**config.mk**
```make
export PLATFORM = sky130hd
export DESIGN_NAME = immediateGen
export DESIGN_NICKNAME = d
export VERILOG_FILES = /design/src/rtl/riscvPkg.sv /design/src/rtl/immediateGen.sv
export SDC_FILE = /design/constraint.sdc
export NUM_CORES = 1
export LEC_CHECK = 0
export ABC_AREA = 1
export BUFFER_PORTS_ARGS = -buffer_cell sky130_fd_sc_hd__buf_2
export CAP_MARGIN = 20
export CORE_AREA = 5 5 47 49
export DETAILED_ROUTE_END_ITERATION = 8
export DIE_AREA = 0 0 52 54
export MAX_ROUTING_LAYER = met4
export PLACE_DENSITY_LB_ADDON = 0.2
export SLEW_MARGIN = 20
export SYNTH_ARGS = -nofsm -noshare
export SYNTH_HDL_FRONTEND = slang
export SYNTH_SLANG_ARGS = --single-unit
export TNS_END_PERCENT = 10
```
**constraint.sdc**
```tcl
create_clock -name vclk -period 0.8
set_input_delay 0.04 -clock vclk [all_inputs]
set_output_delay 0.04 -clock vclk [all_outputs]
set_load 0.02 [all_outputs]
```
**src/rtl/riscvPkg.sv**
```systemverilog
package riscvPkg;

    localparam int xlen      = 32;   // Data path width
    localparam int regAddrW  = 5;    // Register index width
    localparam int imemDepth = 256;  // Instruction words
    localparam int dmemDepth = 256;  // Data bytes

    // funct3 codes for the supported instructions
    localparam logic [2:0] f3Add  = 3'b000;
    localparam logic [2:0] f3Sll  = 3'b001;
    localparam logic [2:0] f3Lbu  = 3'b100;
    localparam logic [2:0] f3Sb   = 3'b000;
    localparam logic [2:0] f3Bne  = 3'b001;
    localparam logic [2:0] f3Jalr = 3'b000;

    typedef enum logic [6:0] {
        opReg    = 7'b0110011,  // add, sll
        opImm    = 7'b0010011,  // addi, slli
        opLoad   = 7'b0000011,  // lbu
        opStore  = 7'b0100011,  // sb
        opBranch = 7'b1100011,  // bne
        opLui    = 7'b0110111,
        opAuipc  = 7'b0010111,
        opJal    = 7'b1101111,
        opJalr   = 7'b1100111
    } opcodeT;

    typedef enum logic [1:0] {aluAdd, aluSll, aluPassB, aluNe} aluOpT;

    typedef enum logic [2:0] {immI, immS, immB, immU, immJ} immSelT;

    typedef enum logic [1:0] {resAlu, resMem, resPcPlus4} resultSelT;  // Register write source

    typedef struct packed {
        logic      regWrite;
        aluOpT     aluOp;
        logic      aluSrcImm;  // Operand B is the immediate
        logic      aluSrcPc;   // Operand A is the PC
        immSelT    immSel;
        logic      memWrite;
        resultSelT resultSel;
        logic      branch;     // bne
        logic      jump;       // jal
        logic      jumpReg;    // jalr
    } ctrlWordT;

endpackage
```
**src/rtl/immediateGen.sv**
```systemverilog
`timescale 1ns/100ps

module immediateGen (
    input  logic [riscvPkg::xlen-1:0] instr,
    input  riscvPkg::immSelT          immSel,
    output logic [riscvPkg::xlen-1:0] immValue
);

    always_comb begin
        case (immSel)
            riscvPkg::immI: immValue = {{20{instr[31]}}, instr[31:20]};
            riscvPkg::immS: immValue = {{20{instr[31]}}, instr[31:25], instr[11:7]};
            riscvPkg::immB: begin
                immValue = {{19{instr[31]}}, instr[31], instr[7],
                            instr[30:25], instr[11:8], 1'b0};  // Halfword offset
            end
            riscvPkg::immU: immValue = {instr[31:12], 12'b0};  // Upper 20 bits
            riscvPkg::immJ: begin
                immValue = {{11{instr[31]}}, instr[31], instr[19:12],
                            instr[20], instr[30:21], 1'b0};
            end
            default:        immValue = '0;
        endcase
    end

endmodule

```
Word-level counts from Yosys, hierarchy flattened
Index checks and enable logic that the tools add are counted.
Storage, ports and cells
  register bits: 0
  latch bits: 0
  RAM bits: 0
  ROM bits: 0
  input bits: 35
  memories kept: 0
Operators by class
  add/subtract/negate cells: 0
  multipliers: 0
  divide/modulo/power cells: 0
  magnitude comparators: 0
  equality and inequality tests: 4
  shift-type cells: 0
  mux-type cells: 1
  bitwise logic cells: 0
  reduce and logical (&&, ||, !) cells: 1
Operators by type and width (count)
  32-bit case mux with 5 select lines: 1
  3-bit by 2-bit == test with 1-bit output, second input constant: 2
  3-bit by 1-bit == test with 1-bit output, second input constant: 1
  3-bit == test, second input constant: 1
  3-bit zero test: 1

Depth between registers and ports, before layout
  depth in word-level cells: 2
  gate-level depth with buffers: 5
  mapped depth without buffers: 4

Worst setup path after synthesis
No wires, ideal clock.
  kind: input to output
  from: input port immSel[1]
  to: output port immValue[12] (netlist bit)
  arrival time: 0.652 ns
  data required time: 0.760 ns
  path slack: 0.108 ns
  stages on the path: 4
  cells stage by stage: nor2_4 > buf_2 > nand3_1 > nand3_1
On the way
  cells in the longest elaborated chain, start to end: 2
  elaborated cells between the ends (all ways): 6
  classes of those cells: eq/ne (4); mux (1); reduce/logical (1)
Ends and longest elaborated chain
  start: declaration: RTL line immediateGen.sv:5  | input riscvPkg::immSelT immSel,
  3-bit == test (tied with other cells): RTL line immediateGen.sv:10  | case (immSel)
  32-bit case mux with 5 select lines *: RTL line immediateGen.sv:10
  end: declaration: RTL line immediateGen.sv:6  | output logic [riscvPkg::xlen-1:0] immValue
Mark *: on every way between the ends. The rest lies on a longest branch, timed or not.

Worst setup path after layout
  from: input port immSel[1]
  to: output port immValue[14] (netlist bit)
Same word-level chain as after synthesis.

==> run summary <==
=====================================================================================
Floorplan core area                                                         1820 um^2
Total Die Area                                                              2810 um^2
Number of optimization iterations in the first detailed-route pass                  4
Max incr delay on CP                                                          0.15 ns
Failing checks                                                           setup timing
Critical path endpoint category                                            output pin
Power share of the combinational group                                          1.000
Vias after detailed routing                                                      1068
PortBufs                                                                           60
Post-Synthesis Cells                                                              102
Synthesized netlist net count                                                     137
Instance count along the most critical hold path                                    4
Parity-gate share of the synthesized area counting xor and xnor cells               0
Wire length of the first global-routing pass                                  4.28 mm
Die height                                                                      54 um
Number of top-level pins                                                           67
Clk_buf instances                                                                   0
RSZ-0062 raised after global routing                                             true
GRT Util Overall                                                                0.198
Share of power burned in registers                                                  0
Critical-path cell list                                                  buf_12 > nor2_4 > buf_6 > buf_16 > nand3_1 > nand3_1 > buf_6
Critical path data required time                                              0.76 ns
Power density cells                                                       709 nW/um^2
Critical path class                                                      input port to output pin
DRC marker count from the first detailed-route iteration                           18
Net count reported at finish                                                      215
Global placer's final weighted congestion                                       0.753
Fraction of layout instances using a drive strength above 1                     0.702
Number of max-slew violations in the final report                                   0
Vias in the first global route                                                    977
Most frequent standard cell in the layout excluding fill and tap cells   sky130_fd_sc_hd__buf_6
Setup total negative slack                                                  -0.571 ns
Antenna violations before repair                                                    0
Min cycle time layout                                                        0.879 ns
Fraction of synthesized area in multiplexers                                        0
Sequential cell count of the final layout                                           0
Hold/Removal Path Class                                                  input port to output pin
VDD IR max                                                                   0.468 mV
Fraction of the mapped netlist area in compound gates                          0.0168
Post-Synth Adder-Cell Area                                                          0
Routed len/inst                                                               14.5 um
Slew @ Worst Pin                                                             0.229 ns
Final core utilization                                                          0.821
Antenna Diode Count                                                                 0
Number of maximum-capacitance constraint violations                                 0
Post-detailed-route via-to-cell ratio                                            5.21
Starting Density                                                                0.326
Maximum net fanout on the critical path                                             5
Cts-stage hold buffer count                                                         0
Switching part of the total                                                     0.521
Max Fclk                                                                     1140 MHz
Number of filler instances in the final layout                                    112
Total power consumption of the routed design                                0.00106 W
Sequential cell area                                                           0 um^2
Overall die width                                                               52 um
Type of element launching the critical path                                input port
Cell-internal power                                                        0.000509 W
Arrival time at the worst endpoint                                            0.84 ns
Part of the Yosys area used for sequential elements                                 0
Final std cells w/o fill                                                          205
Number of nets with antenna violations after detailed routing                       0
Avg Cell Area, Syn                                                          5.83 um^2
Synthesized-area fraction occupied by and/or/nand/nor cells                     0.853
Final hold viol count                                                               0
Largest net degree at the start of global routing                                  11
Area delta synth->final                                                          152%
Number of core rows                                                                16
Final wirelength                                                              2.98 mm
Reported net switching power                                               0.000553 W
Power share of the clock group                                                      0
Dominant combinational cell family by area after synthesis               simple AND/OR/NAND/NOR gates
Total leakage power                                                          0.803 nW
Cell variety after synth                                                           16
Cell area after synthesis                                                    594 um^2
Final Worst Setup Slack                                                    -0.0790 ns
Detail Placement HPWL                                                         1.80 mm
Result of the run                                                        finished with violations
Top library cells by usage in the layout, fill and taps aside            sky130_fd_sc_hd__buf_6 (34), sky130_fd_sc_hd__nand2_1 (25), sky130_fd_sc_hd__buf_2 (24)
Area occupied by multi-input gates                                           696 um^2
DRC violation count after routing                                                   0
Endpoints failing setup                                                            16
Grt total ovfl                                                                      0
Cell type of the slowest stage on the worst timing path                  sky130_fd_sc_hd__nor2_4
Final worst-path cycle share                                                     1.10
YS warnings                                                                         0
Slew HR                                                                         0.847
Placed Cells incl. Taps                                                           195
=====================================================================================
[power groups by stage]
stage | Combinational [W] | Clock (W) | Sequential, W
final | 0.00106 | 0 | 0
after floorplan | 0.000414 | 0 | 0
after global placement | 0.000701 | 0 | 0
after detailed placement | 0.000708 | 0 | 0
after global routing | 0.00112 | 0 | 0
after CTS | 0.000951 | 0 | 0
[per-stage QoR]
step | cell area (um^2) | hold slack, ns | setup WS [ns]
6_report | 1500 | 0.395 | -0.0790
5_1_grt | 1500 | 0.425 | -0.121
4_1_cts | 1360 | 0.396 | -0.0246
3_5_place_dp | 1000 | 0.414 | -0.194
3_3_place_gp | 1000 | 0.412 | -0.141
2_1_floorplan | 594 | 0.213 | 0.108
[cells in the mapped netlist]
cell type	number	area, um^2
sky130_fd_sc_hd__a21oi_1	1	5.00
sky130_fd_sc_hd__nand3_2	10	100
sky130_fd_sc_hd__nand3_4	1	17.5
sky130_fd_sc_hd__nand2_4	2	22.5
sky130_fd_sc_hd__nor2_4	3	33.8
sky130_fd_sc_hd__nand4_1	14	87.6
sky130_fd_sc_hd__inv_2	3	11.3
sky130_fd_sc_hd__buf_6	3	33.8
sky130_fd_sc_hd__inv_1	2	7.51
sky130_fd_sc_hd__nor2_1	10	37.5
sky130_fd_sc_hd__buf_2	5	25.0
sky130_fd_sc_hd__nand2_1	25	93.8
sky130_fd_sc_hd__nor2_2	1	6.26
sky130_fd_sc_hd__o21ai_0	1	5.00
sky130_fd_sc_hd__nand2_2	2	12.5
sky130_fd_sc_hd__nand3_1	19	95.1
[final cells by class]
class	instances	area share
Multi-Input combinational cell	92	0.465
Inverter	5	0.0142
Timing Repair Buffer	81	0.498
Tap cell	27	0.0226
[worst max-delay path, delay by kind of cell]
family        cells  cell delay [ns]
simple gates      3             0.32
buf+inv           4             0.47
[final timing paths]
kind  slack [ns]      endpoint      start
min         0.39   immValue[1]  instr[21]
max        -0.08  immValue[14]  immSel[1]
[per-layer routing]
metal  vias to the layer above  wire [um]  track usage
met5                         -          0            -
met4                         0         15       0.0131
met3                         2        180       0.0111
met2                        44       1620        0.389
met1                       507       1160        0.227
li1                        515          -            -
[kinds of logic after synthesis]
kind of cell | after synthesis
AND/OR/NAND/NOR | 87
buffers and inverters | 13
AO/OA/AOI/OAI | 2
[what timing repair did]
item	CTS	global route
gates resized for setup	76	33
setup buffers	5	1
endpoints found under the hold margin	0	0
gates cloned	4	0
pin swaps	17	2
setup endpoints to repair	32	32
Power figures use the tool's default switching activity.
