<file path="src/rtl/riscvPkg.sv">
package riscvPkg;

    localparam int xlen      = 32;   // Data path width
    localparam int regAddrW  = 5;    // Register index width
    localparam int imemDepth = 256;  // Instruction words
    localparam int dmemDepth = 256;  // Data bytes

    // funct3 codes for the supported instructions
    localparam logic [2:0] f3Add  = 3'b000;
    localparam logic [2:0] f3Sll  = 3'b001;
    localparam logic [2:0] f3Lbu  = 3'b100;
    localparam logic [2:0] f3Sb   = 3'b000;
    localparam logic [2:0] f3Bne  = 3'b001;
    localparam logic [2:0] f3Jalr = 3'b000;

    typedef enum logic [6:0] {
        opReg    = 7'b0110011,  // add, sll
        opImm    = 7'b0010011,  // addi, slli
        opLoad   = 7'b0000011,  // lbu
        opStore  = 7'b0100011,  // sb
        opBranch = 7'b1100011,  // bne
        opLui    = 7'b0110111,
        opAuipc  = 7'b0010111,
        opJal    = 7'b1101111,
        opJalr   = 7'b1100111
    } opcodeT;

    typedef enum logic [1:0] {aluAdd, aluSll, aluPassB, aluNe} aluOpT;

    typedef enum logic [2:0] {immI, immS, immB, immU, immJ} immSelT;

    typedef enum logic [1:0] {resAlu, resMem, resPcPlus4} resultSelT;  // Register write source

    typedef struct packed {
        logic      regWrite;
        aluOpT     aluOp;
        logic      aluSrcImm;  // Operand B is the immediate
        logic      aluSrcPc;   // Operand A is the PC
        immSelT    immSel;
        logic      memWrite;
        resultSelT resultSel;
        logic      branch;     // bne
        logic      jump;       // jal
        logic      jumpReg;    // jalr
    } ctrlWordT;

endpackage
</file>
<file path="src/rtl/aluUnit.sv">
`timescale 1ns/100ps

module aluUnit (
    input  logic [riscvPkg::xlen-1:0] opA,
    input  logic [riscvPkg::xlen-1:0] opB,
    input  riscvPkg::aluOpT           aluOp,
    output logic [riscvPkg::xlen-1:0] result,
    output logic                      aluFlag  // High when operands differ
);

    assign aluFlag = (opA != opB);  // Always valid for bne

    always_comb begin
        case (aluOp)
            riscvPkg::aluAdd:   result = opA + opB;
            riscvPkg::aluSll:   result = opA << opB[4:0];  // Shift amount from low 5 bits
            riscvPkg::aluPassB: result = opB;              // lui
            riscvPkg::aluNe:    result = {{(riscvPkg::xlen-1){1'b0}}, aluFlag};
            default:            result = '0;
        endcase
    end

endmodule

</file>
<file path="config.mk">
export PLATFORM = sky130hd
export DESIGN_NAME = aluUnit
export DESIGN_NICKNAME = d
export VERILOG_FILES = /design/src/rtl/riscvPkg.sv /design/src/rtl/aluUnit.sv
export SDC_FILE = /design/constraint.sdc
export NUM_CORES = 1
export LEC_CHECK = 0
export ABC_CLOCK_PERIOD_IN_PS = 2400
export BUFFER_PORTS_ARGS = -buffer_cell sky130_fd_sc_hd__buf_2
export CELL_PAD_IN_SITES_DETAIL_PLACEMENT = 2
export CELL_PAD_IN_SITES_GLOBAL_PLACEMENT = 2
export CORE_MARGIN = 2
export CORE_UTILIZATION = 27
export DETAILED_ROUTE_END_ITERATION = 8
export PLACE_DENSITY = 0.91
export SYNTH_ARGS = -nofsm -noshare
export SYNTH_HDL_FRONTEND = slang
export SYNTH_SLANG_ARGS = --single-unit
</file>
<file path="constraint.sdc">
create_clock -name vclk -period 2.4
set_clock_uncertainty 0.2 [all_clocks]
set_input_delay 0.12 -clock vclk [all_inputs]
set_output_delay 0.12 -clock vclk [all_outputs]
set_load 0.05 [all_outputs]
</file>
==> results.toml, run 1 <==
[synthesis]
yosysWarnings = 0
synth.avg_cell_area_um2 = 6.499
synth_cells = 634
syn-cell-area_um2 = 4120
ys_types = 68
synth_fp_nets = 733
synth-seq-area-share = 0

[die]
dieHeight_um = 127.5
fp.dieW_um = 127.5
initial_core_util = 0.2741
io_pins = 99
rows = 45

[placed_design]
dpl-instance-area_um2 = 6450
hpwlAfterDp_um = 25530
portBuffers = 99
gp_congestion = 0.9981

[outcome]
outcome = "aborted with a tool error"
error = "[ERROR GRT-0232] Routing congestion too high. Check the congestion heatmap in the GUI."
stop_stage = "global routing"

[sta]
worstEndpointType = "top-level output"
grt_repair_worst_endpoint = "result[30]"

[clock_tree]
hold_buffers = 0

[grt]
grt_max_degree = 38
grt_antenna_before_repair = 1
grt_util_all_layers = 0.7737
grt_overflow = 183
## metrics by stage
stage / hold WS [ns] / utilization / std cells / worst slack [ns] / setup TNS [ns]
after detailed placement: 0.4724 / 0.4290 / 1086 / -0.8248 / -13.80
after CTS: 0.4708 / 0.5122 / 1110 / -0.3712 / -4.702
after floorplan: 0.2925 / - / 634 / -0.5524 / -1.972
after global placement: 0.4433 / 0.4290 / 1086 / -0.5748 / -8.655
## per-layer routing
layer	track usage	GRT overflow
met1	0.7662	0
met2	0.9755	113
met3	0.5461	1
met4	0.8681	67
met5	0.1115	2
## synthesized netlist by cell type, drive strengths merged, types with 5 or more instances
library cell / instances / area [µm²]
mux2i: 42 / 420.4
xor2: 9 / 78.83
nand2: 80 / 300.3
inv: 15 / 56.30
a21oi: 74 / 370.4
xnor2: 7 / 61.31
nor2b: 9 / 56.30
a31oi: 9 / 62.56
o22ai: 12 / 75.07
nor4: 6 / 37.54
o21a: 10 / 76.32
buf: 23 / 130.1
o21ai: 50 / 250.2
nand4: 11 / 68.82
a211oi: 9 / 67.56
clkbuf: 27 / 101.4
nor3: 20 / 100.1
a22oi: 7 / 52.55
ha: 32 / 400.4
mux4: 7 / 157.7
nor2: 58 / 220.2
o221ai: 5 / 43.79
nand3: 16 / 85.08
a21o: 7 / 52.55
o211ai: 8 / 60.06
mux2: 19 / 214.0
and3: 5 / 36.28
## cells by family after synthesis
logic type / after synthesis / synth area share
adders and majority gates: 33 / 0.1020
AOI/OAI and AO/OA: 226 / 0.3471
xor gates and xnor gates: 16 / 0.03401
buffers and inverters: 65 / 0.06984
muxes: 68 / 0.1922
and+or+nand+nor: 226 / 0.2548
## timing repair
item | in CTS
gates resized for setup | 224
cloned | 1
setup endpoints to repair | 30
pin swaps | 65
setup buffers | 31
==> run 2: changes to the inputs <==
==> config.mk (replaced) <==
export PLATFORM = sky130hd
export DESIGN_NAME = aluUnit
export DESIGN_NICKNAME = d
export VERILOG_FILES = /design/src/rtl/riscvPkg.sv /design/src/rtl/aluUnit.sv
export SDC_FILE = /design/constraint.sdc
export NUM_CORES = 1
export LEC_CHECK = 0
export ABC_CLOCK_PERIOD_IN_PS = 3100
export BUFFER_PORTS_ARGS = -buffer_cell sky130_fd_sc_hd__buf_2
export CORE_MARGIN = 2
export CORE_UTILIZATION = 40
export DETAILED_ROUTE_END_ITERATION = 8
export PLACE_DENSITY_LB_ADDON = 0.15
export SYNTH_ARGS = -nofsm -noshare
export SYNTH_HDL_FRONTEND = slang
export SYNTH_SLANG_ARGS = --single-unit
==> constraint.sdc (replaced) <==
create_clock -name vclk -period 3.1
set_clock_uncertainty 0.2 [all_clocks]
set_input_delay 0.155 -clock vclk [all_inputs]
set_output_delay 0.155 -clock vclk [all_outputs]
set_load 0.05 [all_outputs]
==> run 2 against run 1 <==
Effect of this change: the flow now finishes without violations; synthesized cell count unchanged; area after synthesis did not move.
==> results.toml, run 2 <==
[synthesis]
yosys-top-cells-count = "80 x nand2_1, 74 x a21oi_1, 57 x nor2_1"
yosysWarnings = 0
synth-seq-area-share = 0
post-synth-top-count-cell = "nand2_1"
synth_top_cell_by_area = "mux2i_1"
synth_area_leaders = "mux2i_1 10%, ha_1 9.7%, a21oi_1 9.0%"
synth.avg_cell_area_um2 = 6.499
ys_types = 68
synth_fp_nets = 733
syn-cell-area_um2 = 4120
synth_cells = 634
yosysTopAreaCellShare = 0.1020

[drt]
avgRoutedWirePerCell_um = 21.29
via_count = 5568
drtIter0Drc = 389
remaining_drc_errors = 0
ant_nets = 0
totalWireLength_um = 18610
drt_pass1_iterations = 5
vias_per_cell = 6.371

[grt]
grt_max_degree = 38
grt_overflow = 0
grt_pass1_vias = 5230
met3_usage = 0.04762
grt_util_all_layers = 0.3193
use_met2 = 0.5115
grt_antenna_before_repair = 0
grt_util_met1 = 0.4547
grt.busiest_layer = "met2"
grt_pass1_wl_um = 28290

[cells_and_area]
clock_buffers = 0
final_common_cell = "buf_2"
final_util = 0.4980
final_net_count = 839
regArea_um2 = 0
nFillCells = 1047
final_layout_size_suffix_gt1_frac = 0.2737
syn2layout_area_growth_pct = 22.53
fin_cells = 874
seq_cells = 0
antenna_cells = 0
layout_common_cells = "95 x buf_2, 80 x nand2_1, 71 x a21oi_1"

[sta]
finalCritPeriodShare = 0.9793
final-setup-viol-count = 0
final_period_minus_worst_setup_slack_ns = 3.036
fmax_ghz = 0.3294
finalHoldViolCount = 0
slew_viol_final = 0
relSlewSlack = 0.6181
rsz0062_at_grt = "yes"
tightest_slew_ns = 0.5584

[min_path]
hold_class = "primary input to output pin"

[power]
cellPowerDensity_nw_per_um2 = 245.4
peakVddDrop_mv = 0.1639
leakage_uw = 0.002217

[placed_design]
gp_congestion = 1.010
portBuffers = 99
hpwlAfterDp_um = 15320
placed_cells = 874

[run]
maxCapViolCount = 0

[die]
fp.dieW_um = 105.5
die_area_um2 = 11130
io_pins = 99
rows = 37
core_um2 = 10140
initial_core_util = 0.4064
dieHeight_um = 105.5

[worst_setup_path]
critPathArrivalTime_ns = 2.68
path_class = "primary input to output pin"
critPathCaptureType = "output pin"
crit_fanout = 37
cp-start-kind = "primary input"
worstPathRequired_ns = 2.74

[clock_tree]
hold_buffers = 0
post_cts_buffers = 0

[outcome]
outcome = "finished, final reports clean"
## run 2: cell counts after synthesis
Identical to the previous run, type by type.
## run 2: worst paths after layout
check,start,end,slack [ns],depth (start not counted)
worst max-delay path,opB[0],result[30],0.06,11
worst min-delay path,opB[5],result[5],0.51,4
## run 2: where the power goes
group          total (µW)  internal, µW  switching, µW
clock network           0             0              0
logic                1240           437            802
registers               0             0              0
total                1240           437            802
## run 2: cell families after synthesis
kind of cell    Yosys count  synth area share
compound gates          226            0.3471
xor+xnor                 16           0.03401
fa+ha+maj                33            0.1020
buf+inv                  65           0.06984
mux                      68            0.1922
simple gates            226            0.2548
## run 2: critical path: stages
cell,delay [ns]
buf_2,0.10
clkbuf_8,0.33
mux2_2,0.42
mux2i_1,0.23
nor2_1,0.06
nor2_1,0.15
mux2i_1,0.15
a2111oi_0,0.60
buf_4,0.22
a21oi_2,0.03
buf_2,0.22
## run 2: repair_timing
action / in CTS / in global routing
gates resized for setup: 5 / 17
pin swaps: 0 / 2
endpoints found under the setup margin: 6 / 9
## run 2: per-layer routing
layer,share of wire,wire length (µm)
met1,0.44,8116
met2,0.45,8331
met3,0.095,1761
met4,0.021,395
met5,0,0
## run 2: through the flow
| step | setup TNS, ns | area (µm²) | setup slack, ns | power, µW | hold slack, ns |
|---|---|---|---|---|---|
| 6_report | 0 | 5049 | 0.06417 | 1239 | 0.5113 |
| 2_1_floorplan | 0 | 4135 | 0.006300 | 813.4 | 0.4282 |
| 3_3_place_gp | -0.02260 | 4982 | -0.02260 | 1189 | 0.5033 |
| 3_5_place_dp | -0.1118 | 4982 | -0.06309 | 1189 | 0.5127 |
| 4_1_cts | 0 | 5002 | 0.006982 | 1200 | 0.5131 |
| 5_1_grt | -0.05330 | 5049 | -0.05330 | 1324 | 0.5228 |
## run 2: area by class of cell
class,count,area [µm²],share of cell area
Timing Repair Buffer,154,928.4,0.1839
Inverter,15,58.81,0.01165
Tap cell,136,170.2,0.03371
Multi-Input combinational cell,569,3891,0.7708
Power figures use the tool's default switching activity.
