--- src/rtl/riscvPkg.sv ---
package riscvPkg;

    localparam int xlen      = 32;   // Data path width
    localparam int regAddrW  = 5;    // Register index width
    localparam int imemDepth = 256;  // Instruction words
    localparam int dmemDepth = 256;  // Data bytes

    // funct3 codes for the supported instructions
    localparam logic [2:0] f3Add  = 3'b000;
    localparam logic [2:0] f3Sll  = 3'b001;
    localparam logic [2:0] f3Lbu  = 3'b100;
    localparam logic [2:0] f3Sb   = 3'b000;
    localparam logic [2:0] f3Bne  = 3'b001;
    localparam logic [2:0] f3Jalr = 3'b000;

    typedef enum logic [6:0] {
        opReg    = 7'b0110011,  // add, sll
        opImm    = 7'b0010011,  // addi, slli
        opLoad   = 7'b0000011,  // lbu
        opStore  = 7'b0100011,  // sb
        opBranch = 7'b1100011,  // bne
        opLui    = 7'b0110111,
        opAuipc  = 7'b0010111,
        opJal    = 7'b1101111,
        opJalr   = 7'b1100111
    } opcodeT;

    typedef enum logic [1:0] {aluAdd, aluSll, aluPassB, aluNe} aluOpT;

    typedef enum logic [2:0] {immI, immS, immB, immU, immJ} immSelT;

    typedef enum logic [1:0] {resAlu, resMem, resPcPlus4} resultSelT;  // Register write source

    typedef struct packed {
        logic      regWrite;
        aluOpT     aluOp;
        logic      aluSrcImm;  // Operand B is the immediate
        logic      aluSrcPc;   // Operand A is the PC
        immSelT    immSel;
        logic      memWrite;
        resultSelT resultSel;
        logic      branch;     // bne
        logic      jump;       // jal
        logic      jumpReg;    // jalr
    } ctrlWordT;

endpackage
--- src/rtl/registerFile.sv ---
`timescale 1ns/100ps

module registerFile (
    input  logic                          clk,
    input  logic                          rst,
    input  logic                          we,
    input  logic [riscvPkg::regAddrW-1:0] rs1,
    input  logic [riscvPkg::regAddrW-1:0] rs2,
    input  logic [riscvPkg::regAddrW-1:0] rd,
    input  logic [riscvPkg::regAddrW-1:0] hostIdx,  // Host read port
    input  logic [riscvPkg::xlen-1:0]     wdata,
    output logic [riscvPkg::xlen-1:0]     rdata1,
    output logic [riscvPkg::xlen-1:0]     rdata2,
    output logic [riscvPkg::xlen-1:0]     hostData
);

    logic [riscvPkg::xlen-1:0] regs [31:1];  // No storage for x0

    always_ff @(posedge clk) begin
        if (rst) begin
            for (int i = 1; i < 32; i++) begin
                regs[i] <= '0;
            end
        end else if (we && (rd != '0)) begin
            regs[rd] <= wdata;  // Writes to x0 dropped
        end
    end

    assign rdata1   = (rs1 == '0) ? '0 : regs[rs1];
    assign rdata2   = (rs2 == '0) ? '0 : regs[rs2];
    assign hostData = (hostIdx == '0) ? '0 : regs[hostIdx];

endmodule

--- config.mk ---
export PLATFORM = sky130hd
export DESIGN_NAME = registerFile
export DESIGN_NICKNAME = d
export VERILOG_FILES = /design/src/rtl/riscvPkg.sv /design/src/rtl/registerFile.sv
export SDC_FILE = /design/constraint.sdc
export NUM_CORES = 2
export LEC_CHECK = 0
export BUFFER_PORTS_ARGS = -buffer_cell sky130_fd_sc_hd__buf_2
export CAP_MARGIN = 20
export CORE_MARGIN = 3
export CORE_UTILIZATION = 35
export DETAILED_ROUTE_END_ITERATION = 7
export PLACE_DENSITY = 0.49
export REMOVE_ABC_BUFFERS = 1
export SLEW_MARGIN = 20
export SYNTH_ARGS = -nofsm -noshare
export SYNTH_HDL_FRONTEND = slang
export SYNTH_SLANG_ARGS = --single-unit
--- constraint.sdc ---
create_clock -name clk -period 12.55 [get_ports clk]
set_input_delay 3.765 -clock clk [delete_from_list [all_inputs] [get_ports clk]]
set_output_delay 3.765 -clock clk [all_outputs]
set_load 0.05 [all_outputs]
# --- After elaboration in Yosys (flattened, before gate mapping) ---
# Memory sizes are Yosys's and may differ from the RTL's.
# Cells that the tools add are included.
word_totals:
  out_inout_bits: 96
  regBits: 0
  wordCells: 18
  ram_bits: 992
  n_memories: 1
op_classes:
  mux: 11
  n_reduce_logical: 6
mem_list:
  columns: ["name", "depth", "word_bits", "read_ports", "rd_ports_with_merged_regs", "wr", "line_no", "source"]
  rows:
  - ["regs", 31, 32, 3, 0, 31, "registerFile.sv:17", "logic [riscvPkg::xlen-1:0] regs [31:1];"]
op_table:
  columns: ["cell", "count"]
  rows:
  - ["2-to-1 mux 32 bit", 4]
  - ["OR reduction 32 bit", 1]
  - ["logical NOT 5 bit", 3]
  - ["2-to-1 mux 1 bit", 6]
  - ["2-to-1 mux 5 bit", 1]
  - ["nonzero test 5 bit", 1]
  - ["logical AND 1 bit", 1]

# --- Logic depth before layout (Yosys ltp) ---
logic_depth:
  depth_word: 7
  mapped_depth: 10

# --- Least setup slack after synthesis ---
# No wires, ideal clock.
synth_path:
  path_type: "in2out"
  from: "input rs2[0] (netlist bit)"
  to: "output rdata2[17] (netlist bit)"
  stages: 7
  slack_ns: 2.322
  arrival_time_ns: 6.463
  t_required_ns: 8.785
  cell_sequence: "buf_2 buf_4 buf_2 buf_2 clkbuf_1 a211oi_1 nor4_1"
synth_via:
  elab_chain_len: 2
  elab_cells_between_ends: 3
  cone_classes: "1 x mux; 1 x reduce/logical; 1 x memory"
synth_lines:
  columns: ["element", "line_no", "source"]
  rows:
  - ["from (decl)", "registerFile.sv:8", "input logic [riscvPkg::regAddrW-1:0] rs2,"]
  - ["memory (31 x 32 bit) / logical NOT 5 bit (equally long branches)", null, null]
  - ["2-to-1 mux 32 bit (*)", "registerFile.sv:30", "assign rdata2 = (rs2 == '0) ? '0 : regs[rs2];"]
  - ["to (decl)", "registerFile.sv:13", "output logic [riscvPkg::xlen-1:0] rdata2,"]
# Every way passes the cells marked *; elsewhere a longest branch is shown, timed or not.

# --- Final worst setup path ---
layout_path:
  from: "input hostIdx[3] (netlist bit)"
  to: "output hostData[31] (netlist bit)"
layout_via:
  elab_chain_len: 2
  elab_cells_between_ends: 3
  cone_classes: "1 x mux; 1 x reduce/logical; 1 x memory"
layout_lines:
  columns: ["element", "line_no", "source"]
  rows:
  - ["from (decl)", "registerFile.sv:10", "input logic [riscvPkg::regAddrW-1:0] hostIdx,"]
  - ["memory (31 x 32 bit) / logical NOT 5 bit (equally long branches)", null, null]
  - ["2-to-1 mux 32 bit (*)", "registerFile.sv:31", "assign hostData = (hostIdx == '0) ? '0 : regs[hostIdx];"]
  - ["to (decl)", "registerFile.sv:14", "output logic [riscvPkg::xlen-1:0] hostData"]
# Marked as above.

==> out/results.ini <==
[clock_tree]
htreeDepth=3
clockBufferDepth=3
post_cts_resize_count=0
cts_made_buffers=117
cts_root_buf=clkbuf_16
post-cts-setup-buffers=0
cts.reportedPaths.clkPinSlew_ns=0.06
cts_tree=done
clock-sinks=1024
cts_hold_buf=0

[final_layout]
final_core_util_pct=39.4
fillerInstances=16200
nets=4308
drive_gt1_share_pct=27.8
largestRegisters=regs x1024
fin_area_mm2=0.0697
area_growth_pct=11.3
largest_reg_flops=1024
multi_input_area_mm2=0.0301
seq_area_mm2=0.0307
max_flop_register=regs

[pwr]
power.leakage_nw=24.0
power_w=0.00915
max-vdd-ir-drop_v=0.000118
power.density_mw_per_mm2=131

[timing]
timing.final.crit_share_pct=85.9
max_slew_margin_pct=19.7
fin_crit_ns=10.78
fin_ws_ns=1.77
finalSetupTns_ns=0
rsz0062_at_grt=false
setup_viol=0
report.final.slew_viol_count=0
hold_viol_final=0
fmax_ghz=0.0928
worst_pin_slew_ns=1.20

[worst_setup_path]
start_kind=input port
startpoint=hostIdx[3]
path_max_fanout=41
endpoint=hostData[31]
criticalPathCategory=input port to output pin
arrival_ns=7.01
required_ns=8.78
crit_path_end_kind=output pin

[yosys]
seq_area_frac_synth_pct=49.1
async_flop_share_pct=0
synth_edf_count=1024
ys_types=42
avgSynthCellArea_um2=14.5
netlist_area_mm2=0.0626
synth-seq-cells=1024
syn_inst=4321
yosys_most_used_dff=edfxtp_1
yosys_warnings=0

[place]
hpwl_mm=143
portBuffers=150
post-place-ws_ns=1.80
place.gp.congestion=0.826
place_area_mm2=0.0658

[route]
vias_per_cell=6.36
totalWireLength_mm=267
drtIter0Drc=5465
first_pass_iters=6
antenna_left=0
wl_per_cell_um=39.8
vias=42600
drc=0

[floorplanning]
die_width_um=429
initial_core_util_pct=35.4
dieArea_mm2=0.184
core_area_mm2=0.177
rows=154
ios=151
die_h_um=429

[global_routing]
grt_max_degree=90
grt_pass1_vias=42800
antenna_found_initial=15
overflow=0
gr-usage-all-layers_pct=28.5
grt_pass1_wl_mm=364

[flow_run]
drv_cap=0

[status]
run_status=complete, no violations

[worst_hold_path]
hold_class=input port to register

-- worst max-delay path, stage by stage --
cell       delay [ns]
buf_2            0.59
and2_4           0.92
buf_4            0.46
a22o_1           0.20
a2111oi_0        0.07
nor3_1           0.57
buf_2            0.39
-- final cells by class --
class | instances | share of cell area, %
timing repair buffer | 273 | 2.88
clock buffer | 144 | 4.41
antenna | 19 | 0.0683
clock inverter | 73 | 0.984
inverter | 26 | 0.140
sequential | 1024 | 44.1
tap | 2340 | 4.20
multi-input combinational | 2811 | 43.2
-- cell families after synthesis --
kind of cell    after synthesis  share of synthesized area (%)
mux                        1046                           29.3
other cells                   1                        0.00599
flops                      1024                           49.1
simple gates               1275                           12.4
compound gates              458                           5.48
buf+inv                     517                           3.66
-- per-stage QoR --
| step | hold slack, ns | cells |
|---|---|---|
| 3_5_place_dp | 4.28 | 6474 |
| 5_1_grt | 3.50 | 6692 |
| 3_3_place_gp | 4.26 | 6474 |
| 4_1_cts | 3.44 | 6691 |
| 6_report | 3.49 | 6710 |
| 2_1_floorplan | 3.86 | 3861 |
-- power breakdown --
| group | switching [W] | internal (W) | leakage (nW) |
|---|---|---|---|
| clock | 0.00153 | 0.00196 | 1.84 |
| sequential | 0.000145 | 0.00396 | 9.75 |
| combinational | 0.000975 | 0.000584 | 12.4 |
-- synthesized netlist by cell type (all sizes together) (32+ instances only) --
cell    instances  area, um^2
a22o           63         552
mux4          623       14000
a211oi         61         458
a22oi          71         533
and2         1012        6330
nor2b          56         350
mux2i         359        3590
edfxtp       1024       30700
a21oi          63         315
nor2           62         233
nor3           40         200
clkbuf        339        1280
o22ai          69         432
or2            32         200
buf           152         918
mux2           64         721
-- worst min path at each step --
stage / startpoint / to / slack (ns) / cells past startpoint
after floorplan: wdata[0] / regs[0][0]$_DFFE_PP_ / 3.86 / 0
after global placement: wdata[20] / regs[0][20]$_DFFE_PP_ / 4.26 / 1
after detailed placement: wdata[20] / regs[0][20]$_DFFE_PP_ / 4.28 / 1
after CTS: wdata[20] / regs[0][20]$_DFFE_PP_ / 3.44 / 1
after global routing: wdata[3] / regs[0][3]$_DFFE_PP_ / 3.50 / 1
final: wdata[20] / regs[0][20]$_DFFE_PP_ / 3.49 / 1
-- metal layers --
| metal | wire [um] | up-vias | GRT usage (%) | part of all wire [%] |
|---|---|---|---|---|
| li1 | - | 16900 | - | - |
| met1 | 102000 | 22600 | 36.1 | 38 |
| met2 | 130000 | 2536 | 47.8 | 49 |
| met3 | 21100 | 607 | 4.55 | 7.9 |
| met4 | 13800 | 0 | 13.6 | 5.2 |
| met5 | 0 | - | 0 | 0 |
-- cells in the final DEF (no fill, tap or decap), types with 25 or more instances in the layout --
master	synthesis	layout
edfxtp_1	1024	1024
and2_1	1012	1010
mux4_2	623	623
mux2i_1	359	359
buf_2	89	140
clkbuf_16	0	119
buf_4	35	104
a22oi_1	71	71
o22ai_1	69	69
mux2_2	64	64
a22o_1	63	63
a21oi_1	63	63
a211oi_1	61	61
nor2b_1	56	50
nor3_1	40	40
nor2_4	0	34
conb_1	1	32
or2_4	0	31
a2111oi_0	30	30
clkinv_1	0	29
o221ai_1	28	28
nor2_1	62	28
inv_1	26	26
a221oi_1	25	25
clkbuf_1	338	25
Power figures use the tool's default switching activity.
