## src/rtl/busPkg.sv

```systemverilog
package busPkg;

    typedef struct packed {
        logic        psel;
        logic        penable;
        logic        pwrite;
        logic [11:0] paddr;
        logic [31:0] pwdata;
    } apbReqT;

    typedef struct packed {
        logic [31:0] prdata;
        logic        pready;
        logic        pslverr;
    } apbRspT;

    // Region bases, decoded on paddr[11:10]
    localparam logic [11:0] imemBase = 12'h000;
    localparam logic [11:0] dmemBase = 12'h400;  // One byte per word slot
    localparam logic [11:0] regBase  = 12'h800;
    localparam logic [11:0] ctrlBase = 12'hC00;

    localparam logic [9:0] stepOff = 10'h000;  // Budget write, remaining count read
    localparam logic [9:0] pcOff   = 10'h004;

    typedef struct packed {
        logic        we;
        logic [7:0]  addr;
        logic [31:0] wdata;
    } memReqT;

endpackage

```

## src/rtl/riscvPkg.sv

```systemverilog
package riscvPkg;

    localparam int xlen      = 32;   // Data path width
    localparam int regAddrW  = 5;    // Register index width
    localparam int imemDepth = 256;  // Instruction words
    localparam int dmemDepth = 256;  // Data bytes

    // funct3 codes for the supported instructions
    localparam logic [2:0] f3Add  = 3'b000;
    localparam logic [2:0] f3Sll  = 3'b001;
    localparam logic [2:0] f3Lbu  = 3'b100;
    localparam logic [2:0] f3Sb   = 3'b000;
    localparam logic [2:0] f3Bne  = 3'b001;
    localparam logic [2:0] f3Jalr = 3'b000;

    typedef enum logic [6:0] {
        opReg    = 7'b0110011,  // add, sll
        opImm    = 7'b0010011,  // addi, slli
        opLoad   = 7'b0000011,  // lbu
        opStore  = 7'b0100011,  // sb
        opBranch = 7'b1100011,  // bne
        opLui    = 7'b0110111,
        opAuipc  = 7'b0010111,
        opJal    = 7'b1101111,
        opJalr   = 7'b1100111
    } opcodeT;

    typedef enum logic [1:0] {aluAdd, aluSll, aluPassB, aluNe} aluOpT;

    typedef enum logic [2:0] {immI, immS, immB, immU, immJ} immSelT;

    typedef enum logic [1:0] {resAlu, resMem, resPcPlus4} resultSelT;  // Register write source

    typedef struct packed {
        logic      regWrite;
        aluOpT     aluOp;
        logic      aluSrcImm;  // Operand B is the immediate
        logic      aluSrcPc;   // Operand A is the PC
        immSelT    immSel;
        logic      memWrite;
        resultSelT resultSel;
        logic      branch;     // bne
        logic      jump;       // jal
        logic      jumpReg;    // jalr
    } ctrlWordT;

endpackage
```

## src/rtl/apbPort.sv

```systemverilog
`timescale 1ns/100ps

module apbPort (
    input  logic                          clk,
    input  logic                          rst,
    input  busPkg::apbReqT                req,
    input  logic                          busy,
    input  logic [15:0]                   stepsLeft,
    input  logic [riscvPkg::xlen-1:0]     pc,
    input  logic [riscvPkg::xlen-1:0]     regData,
    input  logic [riscvPkg::xlen-1:0]     dmemData,   // Zero-extended byte
    input  logic [riscvPkg::xlen-1:0]     imemData,
    input  busPkg::memReqT                coreStore,  // sb from the core
    output busPkg::apbRspT                rsp,
    output busPkg::memReqT                imemReq,
    output busPkg::memReqT                dmemReq,
    output logic [riscvPkg::regAddrW-1:0] hostRegIdx,
    output logic [7:0]                    hostDmemAddr,
    output logic                          stepLoad,
    output logic [15:0]                   stepValue,
    output logic                          pcLoad,
    output logic [riscvPkg::xlen-1:0]     pcValue
);

    logic                      setupSeen;  // Previous cycle was APB setup
    logic                      access;
    logic                      aligned;
    logic                      isImem, isDmem, isReg, isStep, isPc;
    logic                      err, wrOk;
    logic [riscvPkg::xlen-1:0] rdMux;

    always_ff @(posedge clk) begin
        if (rst) begin
            setupSeen <= 1'b0;
        end else begin
            setupSeen <= req.psel & ~req.penable;
        end
    end

    always_comb begin
        access  = req.psel & req.penable & setupSeen;
        aligned = (req.paddr[1:0] == 2'b00);
        isImem  = aligned && (req.paddr[11:10] == busPkg::imemBase[11:10]);
        isDmem  = aligned && (req.paddr[11:10] == busPkg::dmemBase[11:10]);
        isReg   = aligned && (req.paddr[11:10] == busPkg::regBase[11:10])
                  && (req.paddr[9:7] == 3'b000);  // 32 register slots
        isStep  = (req.paddr[11:10] == busPkg::ctrlBase[11:10]) && (req.paddr[9:0] == busPkg::stepOff);
        isPc    = (req.paddr[11:10] == busPkg::ctrlBase[11:10]) && (req.paddr[9:0] == busPkg::pcOff);
        // Only a stepOff read is legal while running
        err     = access && (!(isImem || isDmem || isReg || isStep || isPc)
                  || (busy && !(isStep && !req.pwrite)));
        wrOk    = access & req.pwrite & ~err;
    end

    always_comb begin
        rdMux = '0;
        if (isImem) rdMux = imemData;
        if (isDmem) rdMux = dmemData;
        if (isReg)  rdMux = regData;
        if (isStep) rdMux = {16'b0, stepsLeft};
        if (isPc)   rdMux = pc;
    end

    assign rsp.prdata  = (access && !req.pwrite && !err) ? rdMux : '0;
    assign rsp.pready  = access;  // No wait states
    assign rsp.pslverr = err;

    assign hostRegIdx   = req.paddr[6:2];
    assign hostDmemAddr = req.paddr[9:2];

    assign imemReq.we    = wrOk & isImem;       // Host only
    assign imemReq.addr  = req.paddr[9:2];      // Also host read address
    assign imemReq.wdata = req.pwdata;

    always_comb begin
        if (busy) begin
            dmemReq = coreStore;  // Core owns the port while running
        end else begin
            dmemReq.we    = wrOk & isDmem;
            dmemReq.addr  = hostDmemAddr;
            dmemReq.wdata = req.pwdata;
        end
    end

    assign stepLoad  = wrOk & isStep;
    assign stepValue = req.pwdata[15:0];
    assign pcLoad    = wrOk & isPc;
    assign pcValue   = req.pwdata;

endmodule

```

## config.mk

```make
export PLATFORM = sky130hd
export DESIGN_NAME = apbPort
export DESIGN_NICKNAME = d
export VERILOG_FILES = /design/src/rtl/busPkg.sv /design/src/rtl/riscvPkg.sv /design/src/rtl/apbPort.sv
export SDC_FILE = /design/constraint.sdc
export NUM_CORES = 1
export LEC_CHECK = 0
export BUFFER_PORTS_ARGS = -buffer_cell sky130_fd_sc_hd__buf_4
export CAP_MARGIN = 25
export CORE_AREA = 3 3 160 162
export DETAILED_ROUTE_END_ITERATION = 16
export DIE_AREA = 0 0 163 165
export PLACE_DENSITY_LB_ADDON = 0.12
export SYNTH_ARGS = -nofsm -noshare
export SYNTH_HDL_FRONTEND = slang
export SYNTH_SLANG_ARGS = --single-unit
```

## constraint.sdc

```tcl
create_clock -name clk -period 7.2 [get_ports clk]
set_input_delay 1.44 -clock clk [delete_from_list [all_inputs] [get_ports clk]]
set_output_delay 1.44 -clock clk [all_outputs]
set_load 0.02 [all_outputs]
```

# --- Word level (Yosys, flattened, before mapping) ---
# Cells that the tools add are included.
word_totals:
  reg_bits: 1
  wordCells: 47
  output_inout_bits: 179
  in_bits: 235
op_classes:
  eq_ne: 4
  n_reduce_logical: 24
  muxes: 7
  bitwise_logic: 11
op_table:
  columns: ["operator", "n"]
  rows:
  - ["$mux W32", 6]
  - ["$mux W41", 1]
  - ["$logic_and A1 B1 Y1", 11]
  - ["$eq A10 B3 Y1 const B", 1]
  - ["$logic_not A10 Y1", 1]
  - ["$and A1 B1 Y1", 9]
  - ["$logic_or A1 B1 Y1", 5]
  - ["$eq A2 B2 Y1 const B", 2]
  - ["$logic_not A1 Y1", 4]
  - ["$logic_not A2 Y1", 2]
  - ["$logic_not A3 Y1", 1]
  - ["$eq A2 B1 Y1 const B", 1]
  - ["$not A1 Y1", 2]

# --- Logic depth before layout (Yosys ltp) ---
# Gate-level depths: netlist of run 1.
depth:
  ltp_word: 13
  ltp_mapped: 8
  mapped_depth_nobuf: 4

# --- Worst setup path before layout of run 1 ---
# Ideal clock, no wire load.
synth_timing:
  kind: "input to output"
  startpoint: "input port req[35] (netlist name)"
  endpoint: "output port stepLoad"
  t_arrival_ps: 3164
  n_path_buf: 1
  required_ps: 5760
  path_stages: 4
  path_slack_ps: 2596
  cell_sequence: "nor4_1 -> nand4_2 -> buf_2 -> nor4_1"
synth_between:
  elab_chain_len: 10
  elab_cells_between_ends: 15
  classes_between: "eq/ne: 1; bitwise: 3; reduce/logical: 11"
synth_rtl:
  columns: ["element", "line", "source"]
  rows:
  - ["start, declared", "apbPort.sv:6", "input busPkg::apbReqT req,"]
  - ["$logic_not A10 Y1", "apbPort.sv:47", "isStep = (req.paddr[11:10] == busPkg::ctrlBase[11:10]) && (req.paddr[9:0] == busPkg::stepOff);"]
  - ["$logic_and A1 B1 Y1", "apbPort.sv:47", null]
  - ["$logic_or A1 B1 Y1 / $logic_and A1 B1 Y1 (equally long branches)", "apbPort.sv:50, apbPort.sv:51", null]
  - ["$logic_or A1 B1 Y1 / $logic_not A1 Y1 (equally long branches)", "apbPort.sv:50, apbPort.sv:51", null]
  - ["$logic_not A1 Y1 / $logic_and A1 B1 Y1 (equally long branches)", "apbPort.sv:50, apbPort.sv:51", null]
  - ["$logic_or A1 B1 Y1", "apbPort.sv:51", "|| (busy && !(isStep && !req.pwrite)));"]
  - ["$logic_and A1 B1 Y1", "apbPort.sv:50", "err = access && (!(isImem || isDmem || isReg || isStep || isPc)"]
  - ["$not A1 Y1", "apbPort.sv:52", "wrOk = access & req.pwrite & ~err;"]
  - ["$and A1 B1 Y1", "apbPort.sv:52", null]
  - ["$and A1 B1 Y1 *", "apbPort.sv:85", "assign stepLoad = wrOk & isStep;"]
  - ["end, declared", "apbPort.sv:19", "output logic stepLoad,"]
# Every way passes the cells marked *; elsewhere a longest branch is shown, timed or not.

==> run_results.csv, run 1 <==
group,metric,value,unit
status,status,"complete, no violations",
synth,yosys.area_share.simple,0.130,
clocking,cts_resized,0,
final_layout,largest_register_ffs,1,
critical_path,path_common_cell,"buf_4",
route,vias,3906,
route,drt_pre_antenna_iters,4,
synth,synth.top_cell.area_share,0.272,
timing,worst_pin_slew,0.889,ns
grt,grt_max_degree,45,
grt,antenna_found_initial,1,
job,drv_cap,0,
floorplanning,io_pins,414,
synth,synth_top_family_by_area,"buffers and inverters",
route,drt_iter0_drc,143,
critical_path,crit_slowest_cell,"nand4_2",
timing,slew-limit-headroom,0.408,
synth,avgSynthCellArea,7.83,um^2
floorplanning,core_area,24200,um^2
placed_design,port_buffers,413,
timing,slew_violations,0,
route,ant_nets,0,
synth,ys_seq_elements,1,
clocking,post_cts_buffers,0,
floorplanning,rows,57,
critical_path,path_delay_family,"simple AND/OR/NAND/NOR gates",
synth,synth_cell_types,40,
synth,yosysSeqAreaShare,0.00697,
placed_design,dpl.hpwl,16400,um
route,drcViolationCount,0,
power,pwr_density_cell,61.2,nW/um^2
final_layout,drive_gt1_frac,0.782,
critical_path,arrival,3.75,ns
power,ir_worst_vdd,0.0305,mV
min_path,hold_depth,2,
timing,finalCriticalPeriod,5.19,ns
synth,synth_fp_nets,602,
floorplanning,die-width,163,um
grt,grt_pass1_vias,4108,
synth,synthMuxAreaShare,0.275,
floorplanning,start_util,0.118,
grt,gr-usage-all-layers,0.128,
floorplanning,die-height,165,um
synth,synthXorXnorAreaFrac,0,
timing,fmax,193,MHz
timing,final-setup-viol-count,0,
grt,grt-ovfl-total,0,
power,leakagePower,0.00262,uW
synth,yosysTopAreaCell,"buf_4",
synth,yosys_warnings,0,
synth,ys_top_cells_by_area,"buf_4, mux2_2, mux2i_1, a2bb2oi_1, a32oi_1",
timing,rsz0062_at_grt,"no",
power,power,340,uW
final_layout,largest_register,"setupSeen",
timing,period_share,0.720,
route,finalWirelength,19300,um
min_path,hold_class,"primary input to register",
critical_path,required,5.76,ns
final_layout,n_antenna_cell,0,
final_layout,num-fill-cells,2730,
grt,grt_pass1_wl,26400,um
clocking,clk_pin_slew,0,ns
floorplanning,dieArea,26900,um^2
clocking,hold_buffers,0,
timing,tns,0,ns
critical_path,start_kind,"primary input",
final_layout,final_nets,892,
final_layout,area_delta_synth_final,93.1,%
critical_path,worst-path-buf-inv,2,
route,routedWlPerCell,19.8,um
critical_path,cp-end-kind,"primary output",
critical_path,cp_max_fo,18,
critical_path,path_cells,"buf_4 -> nor4_1 -> nand4_2 -> o311a_1 -> buf_4",
critical_path,cp.depth,5,
synth,syn_area,2870,um^2
synth,synthAdderAreaFrac,0,
synth,synth-compound-area-share,0.267,
critical_path,path_class,"primary input to primary output",
synth,synthCells,367,
final_layout,reg_top3,"setupSeen: 1 flops",
timing,hold_viol_final,0,
placed_design,gp_congestion,0.784,
critical_path,max_stage_delay,0.73,ns
route,viasPerCell,3.99,
## Yosys cell counts, drive strengths merged
| master | n |
|---|---|
| buf | 116 |
| mux2 | 56 |
| o21ai | 33 |
| nand2 | 22 |
| nor3 | 19 |
| a21oi | 16 |
| a2bb2oi | 16 |
| a32oi | 16 |
| clkbuf | 16 |
| mux2i | 16 |
| o22ai | 16 |
| nor2 | 3 |
| nor4 | 3 |
| nand4 | 2 |
| nor3b | 2 |
| or4 | 2 |
| a31oi | 1 |
| and3 | 1 |
| and4 | 1 |
| and4b | 1 |
| dfxtp | 1 |
| nor4b | 1 |
| o2111a | 1 |
| o211ai | 1 |
| o311a | 1 |
| o31ai | 1 |
| or2 | 1 |
| or3 | 1 |
| or4b | 1 |
## kinds of logic after synthesis
group	count (synthesis)
AOI/OAI and AO/OA	102
buffers and inverters	132
DFF	1
muxes	72
and+or+nand+nor	60
## final cells by class
class / count / area (um^2) / share of cell area
multi-input combinational: 234 / 1950 / 0.352
sequential: 1 / 20.0 / 0.00361
timing repair buffer: 420 / 3170 / 0.571
tap: 324 / 405 / 0.0731
## through the flow
stage / cell area, um^2 / utilization / hold slack, ns / worst slack [ns] / std cells
after global placement: 5520 / 0.227 / 1.61 / 1.98 / 977
after global routing: 5550 / 0.229 / 1.63 / 1.72 / 979
final: 5550 / 0.229 / 1.61 / 2.01 / 979
after CTS: 5540 / 0.228 / 1.61 / 1.91 / 978
after detailed placement: 5540 / 0.228 / 1.61 / 1.92 / 978
after floorplan: 2870 / - / 1.52 / 2.60 / 367
## worst paths after layout
| kind | from | to |
|---|---|---|
| setup / recovery | req[35] | rsp[0] |
| hold / removal | rst | setupSeen |
## where the power goes
part           switching (uW)  internal (uW)
sequential             0.0818           5.88
clock                       0              0
combinational             157            176
total                     157            182
## cell usage in the layout (no fill, tap or decap), types with 2 or more instances in the layout
master / count
a21oi_1: 6
a21oi_2: 10
a2bb2oi_1: 16
a32oi_1: 16
buf_4: 418
mux2_2: 56
mux2i_1: 16
nand2_1: 12
nand2_2: 10
nor2_1: 3
nor3_1: 18
nor4_1: 2
o21ai_0: 28
o21ai_1: 5
o22ai_1: 6
o22ai_2: 10
or4_1: 2
## metal layers
metal | routed length (um) | part of all wire | global-route usage | vias up
met5 | 13 | 0.00067 | 0 | -
met4 | 201 | 0.010 | 0.0111 | 2
met3 | 1600 | 0.083 | 0.0281 | 14
met2 | 10500 | 0.54 | 0.262 | 207
met1 | 7010 | 0.36 | 0.137 | 1840
li1 | - | - | - | 1843
Note: power is estimated with default switching activity, not from simulation.
==> inputs of run 2 (changes only) <==
CORE_AREA = 3 3 158 160   (was 3 3 160 162)
DIE_AREA = 0 0 161 163   (was 0 0 163 165)
clock period = 4.3 ns   (was 7.2 ns; I/O delays follow)
==> run 2 against run 1 <==
Utilization is 0.75 points higher. Final cell count stayed put. Critical path depth is 1 higher. Critical endpoint is now rsp[12]. Largest cell class unchanged. Largest power group unchanged. Highest routed layer is now met4.
==> run_results.csv, run 2 (synthesis gave the netlist of run 1 again) <==
group,metric,value,unit
floorplanning,start_util,0.122,
floorplanning,die-height,163,um
power,leakagePower,0.00263,uW
placed_design,port_buffers,413,
final_layout,final_common_cell,"buf_4",
route,drt_iter0_drc,150,
timing,worst_pin_slew,0.924,ns
timing,slew-limit-headroom,0.384,
final_layout,drive_gt1_frac,0.783,
route,viasPerCell,4.05,
grt,grt_max_degree,44,
floorplanning,dieArea,26200,um^2
route,finalWirelength,18600,um
critical_path,crit_slowest_cell,"or3_1",
timing,slew_violations,0,
clocking,clk_pin_slew,0,ns
final_layout,n_antenna_cell,0,
floorplanning,die-width,161,um
critical_path,path_class,"primary input to primary output",
timing,fmax,260,MHz
grt,gr-usage-all-layers,0.127,
clocking,post_cts_buffers,0,
grt,antenna_found_initial,0,
route,drt_pre_antenna_iters,4,
final_layout,largest_register_ffs,1,
critical_path,required,3.44,ns
final_layout,reg_top3,"setupSeen: 1 flops",
placed_design,dpl.hpwl,15900,um
timing,rsz0062_at_grt,"no",
timing,finalCriticalPeriod,3.84,ns
grt,grt_pass1_wl,26100,um
final_layout,fin_util,0.236,
timing,tns,0,ns
grt,grt_pass1_vias,4195,
final_layout,num-fill-cells,2634,
timing,final-setup-viol-count,0,
power,pwr_density_cell,103,nW/um^2
route,drcViolationCount,0,
clocking,hold_buffers,0,
route,ant_nets,0,
critical_path,path_cells,"buf_4 -> or4b_1 -> or3_1 -> o22ai_2 -> nor3_1 -> buf_4",
critical_path,arrival,2.98,ns
critical_path,start_kind,"primary input",
route,vias,3962,
critical_path,cp-end-kind,"primary output",
critical_path,path_delay_family,"simple AND/OR/NAND/NOR gates",
clocking,cts_resized,0,
critical_path,worst-path-buf-inv,2,
final_layout,mostFrequentLayoutCells,"buf_4, mux2_2, o21ai_0",
critical_path,cp_max_fo,16,
power,ir_worst_vdd,0.0460,mV
final_layout,area_delta_synth_final,93.6,%
critical_path,path_common_cell,"buf_4",
floorplanning,io_pins,414,
final_layout,largest_register,"setupSeen",
placed_design,gp_congestion,0.806,
critical_path,max_stage_delay,0.76,ns
final_layout,final_nets,897,
grt,grt-ovfl-total,0,
floorplanning,core_area,23500,um^2
floorplanning,rows,56,
status,status,"complete, no violations",
job,drv_cap,0,
min_path,hold_class,"primary input to register",
route,routedWlPerCell,19.0,um
timing,period_share,0.893,
timing,hold_viol_final,0,
==> run 2: per-stage QoR <==
stage	hold WS (ns)	power, uW	setup slack, ns	std cells	area (um^2)
after floorplan	0.935	300	0.856	367	2870
after global placement	1.03	579	0.527	979	5560
after detailed placement	1.03	578	0.453	979	5560
after CTS	1.03	579	0.448	979	5560
after global routing	1.03	605	0.340	979	5560
final	1.02	570	0.458	979	5560
==> run 2: report_power, final <==
part | internal, uW | switching (uW) | leakage (uW)
registers | 9.85 | 0.130 | 0.00000822
clock network | 0 | 0 | 0
logic | 297 | 263 | 0.00263
==> run 2: area by class of cell <==
cell class                 instances  area [um^2]  area share
multi-input combinational        234         1950       0.351
sequential                         1         20.0     0.00360
tap                              319          399      0.0718
timing repair buffer             425         3190       0.574
==> run 2: final timing paths <==
path / end / from / slack, ns / cells past startpoint
max: rsp[12] / req[39] / 0.46 / 6
min: setupSeen / rst / 1.02 / 2
==> run 2: routing by layer <==
metal,global-route usage,up-vias,part of all wire
met3,0.0209,8,0.075
met2,0.271,223,0.57
met1,0.133,1872,0.35
met5,0,-,0
li1,-,1859,-
met4,0.0117,0,0.011
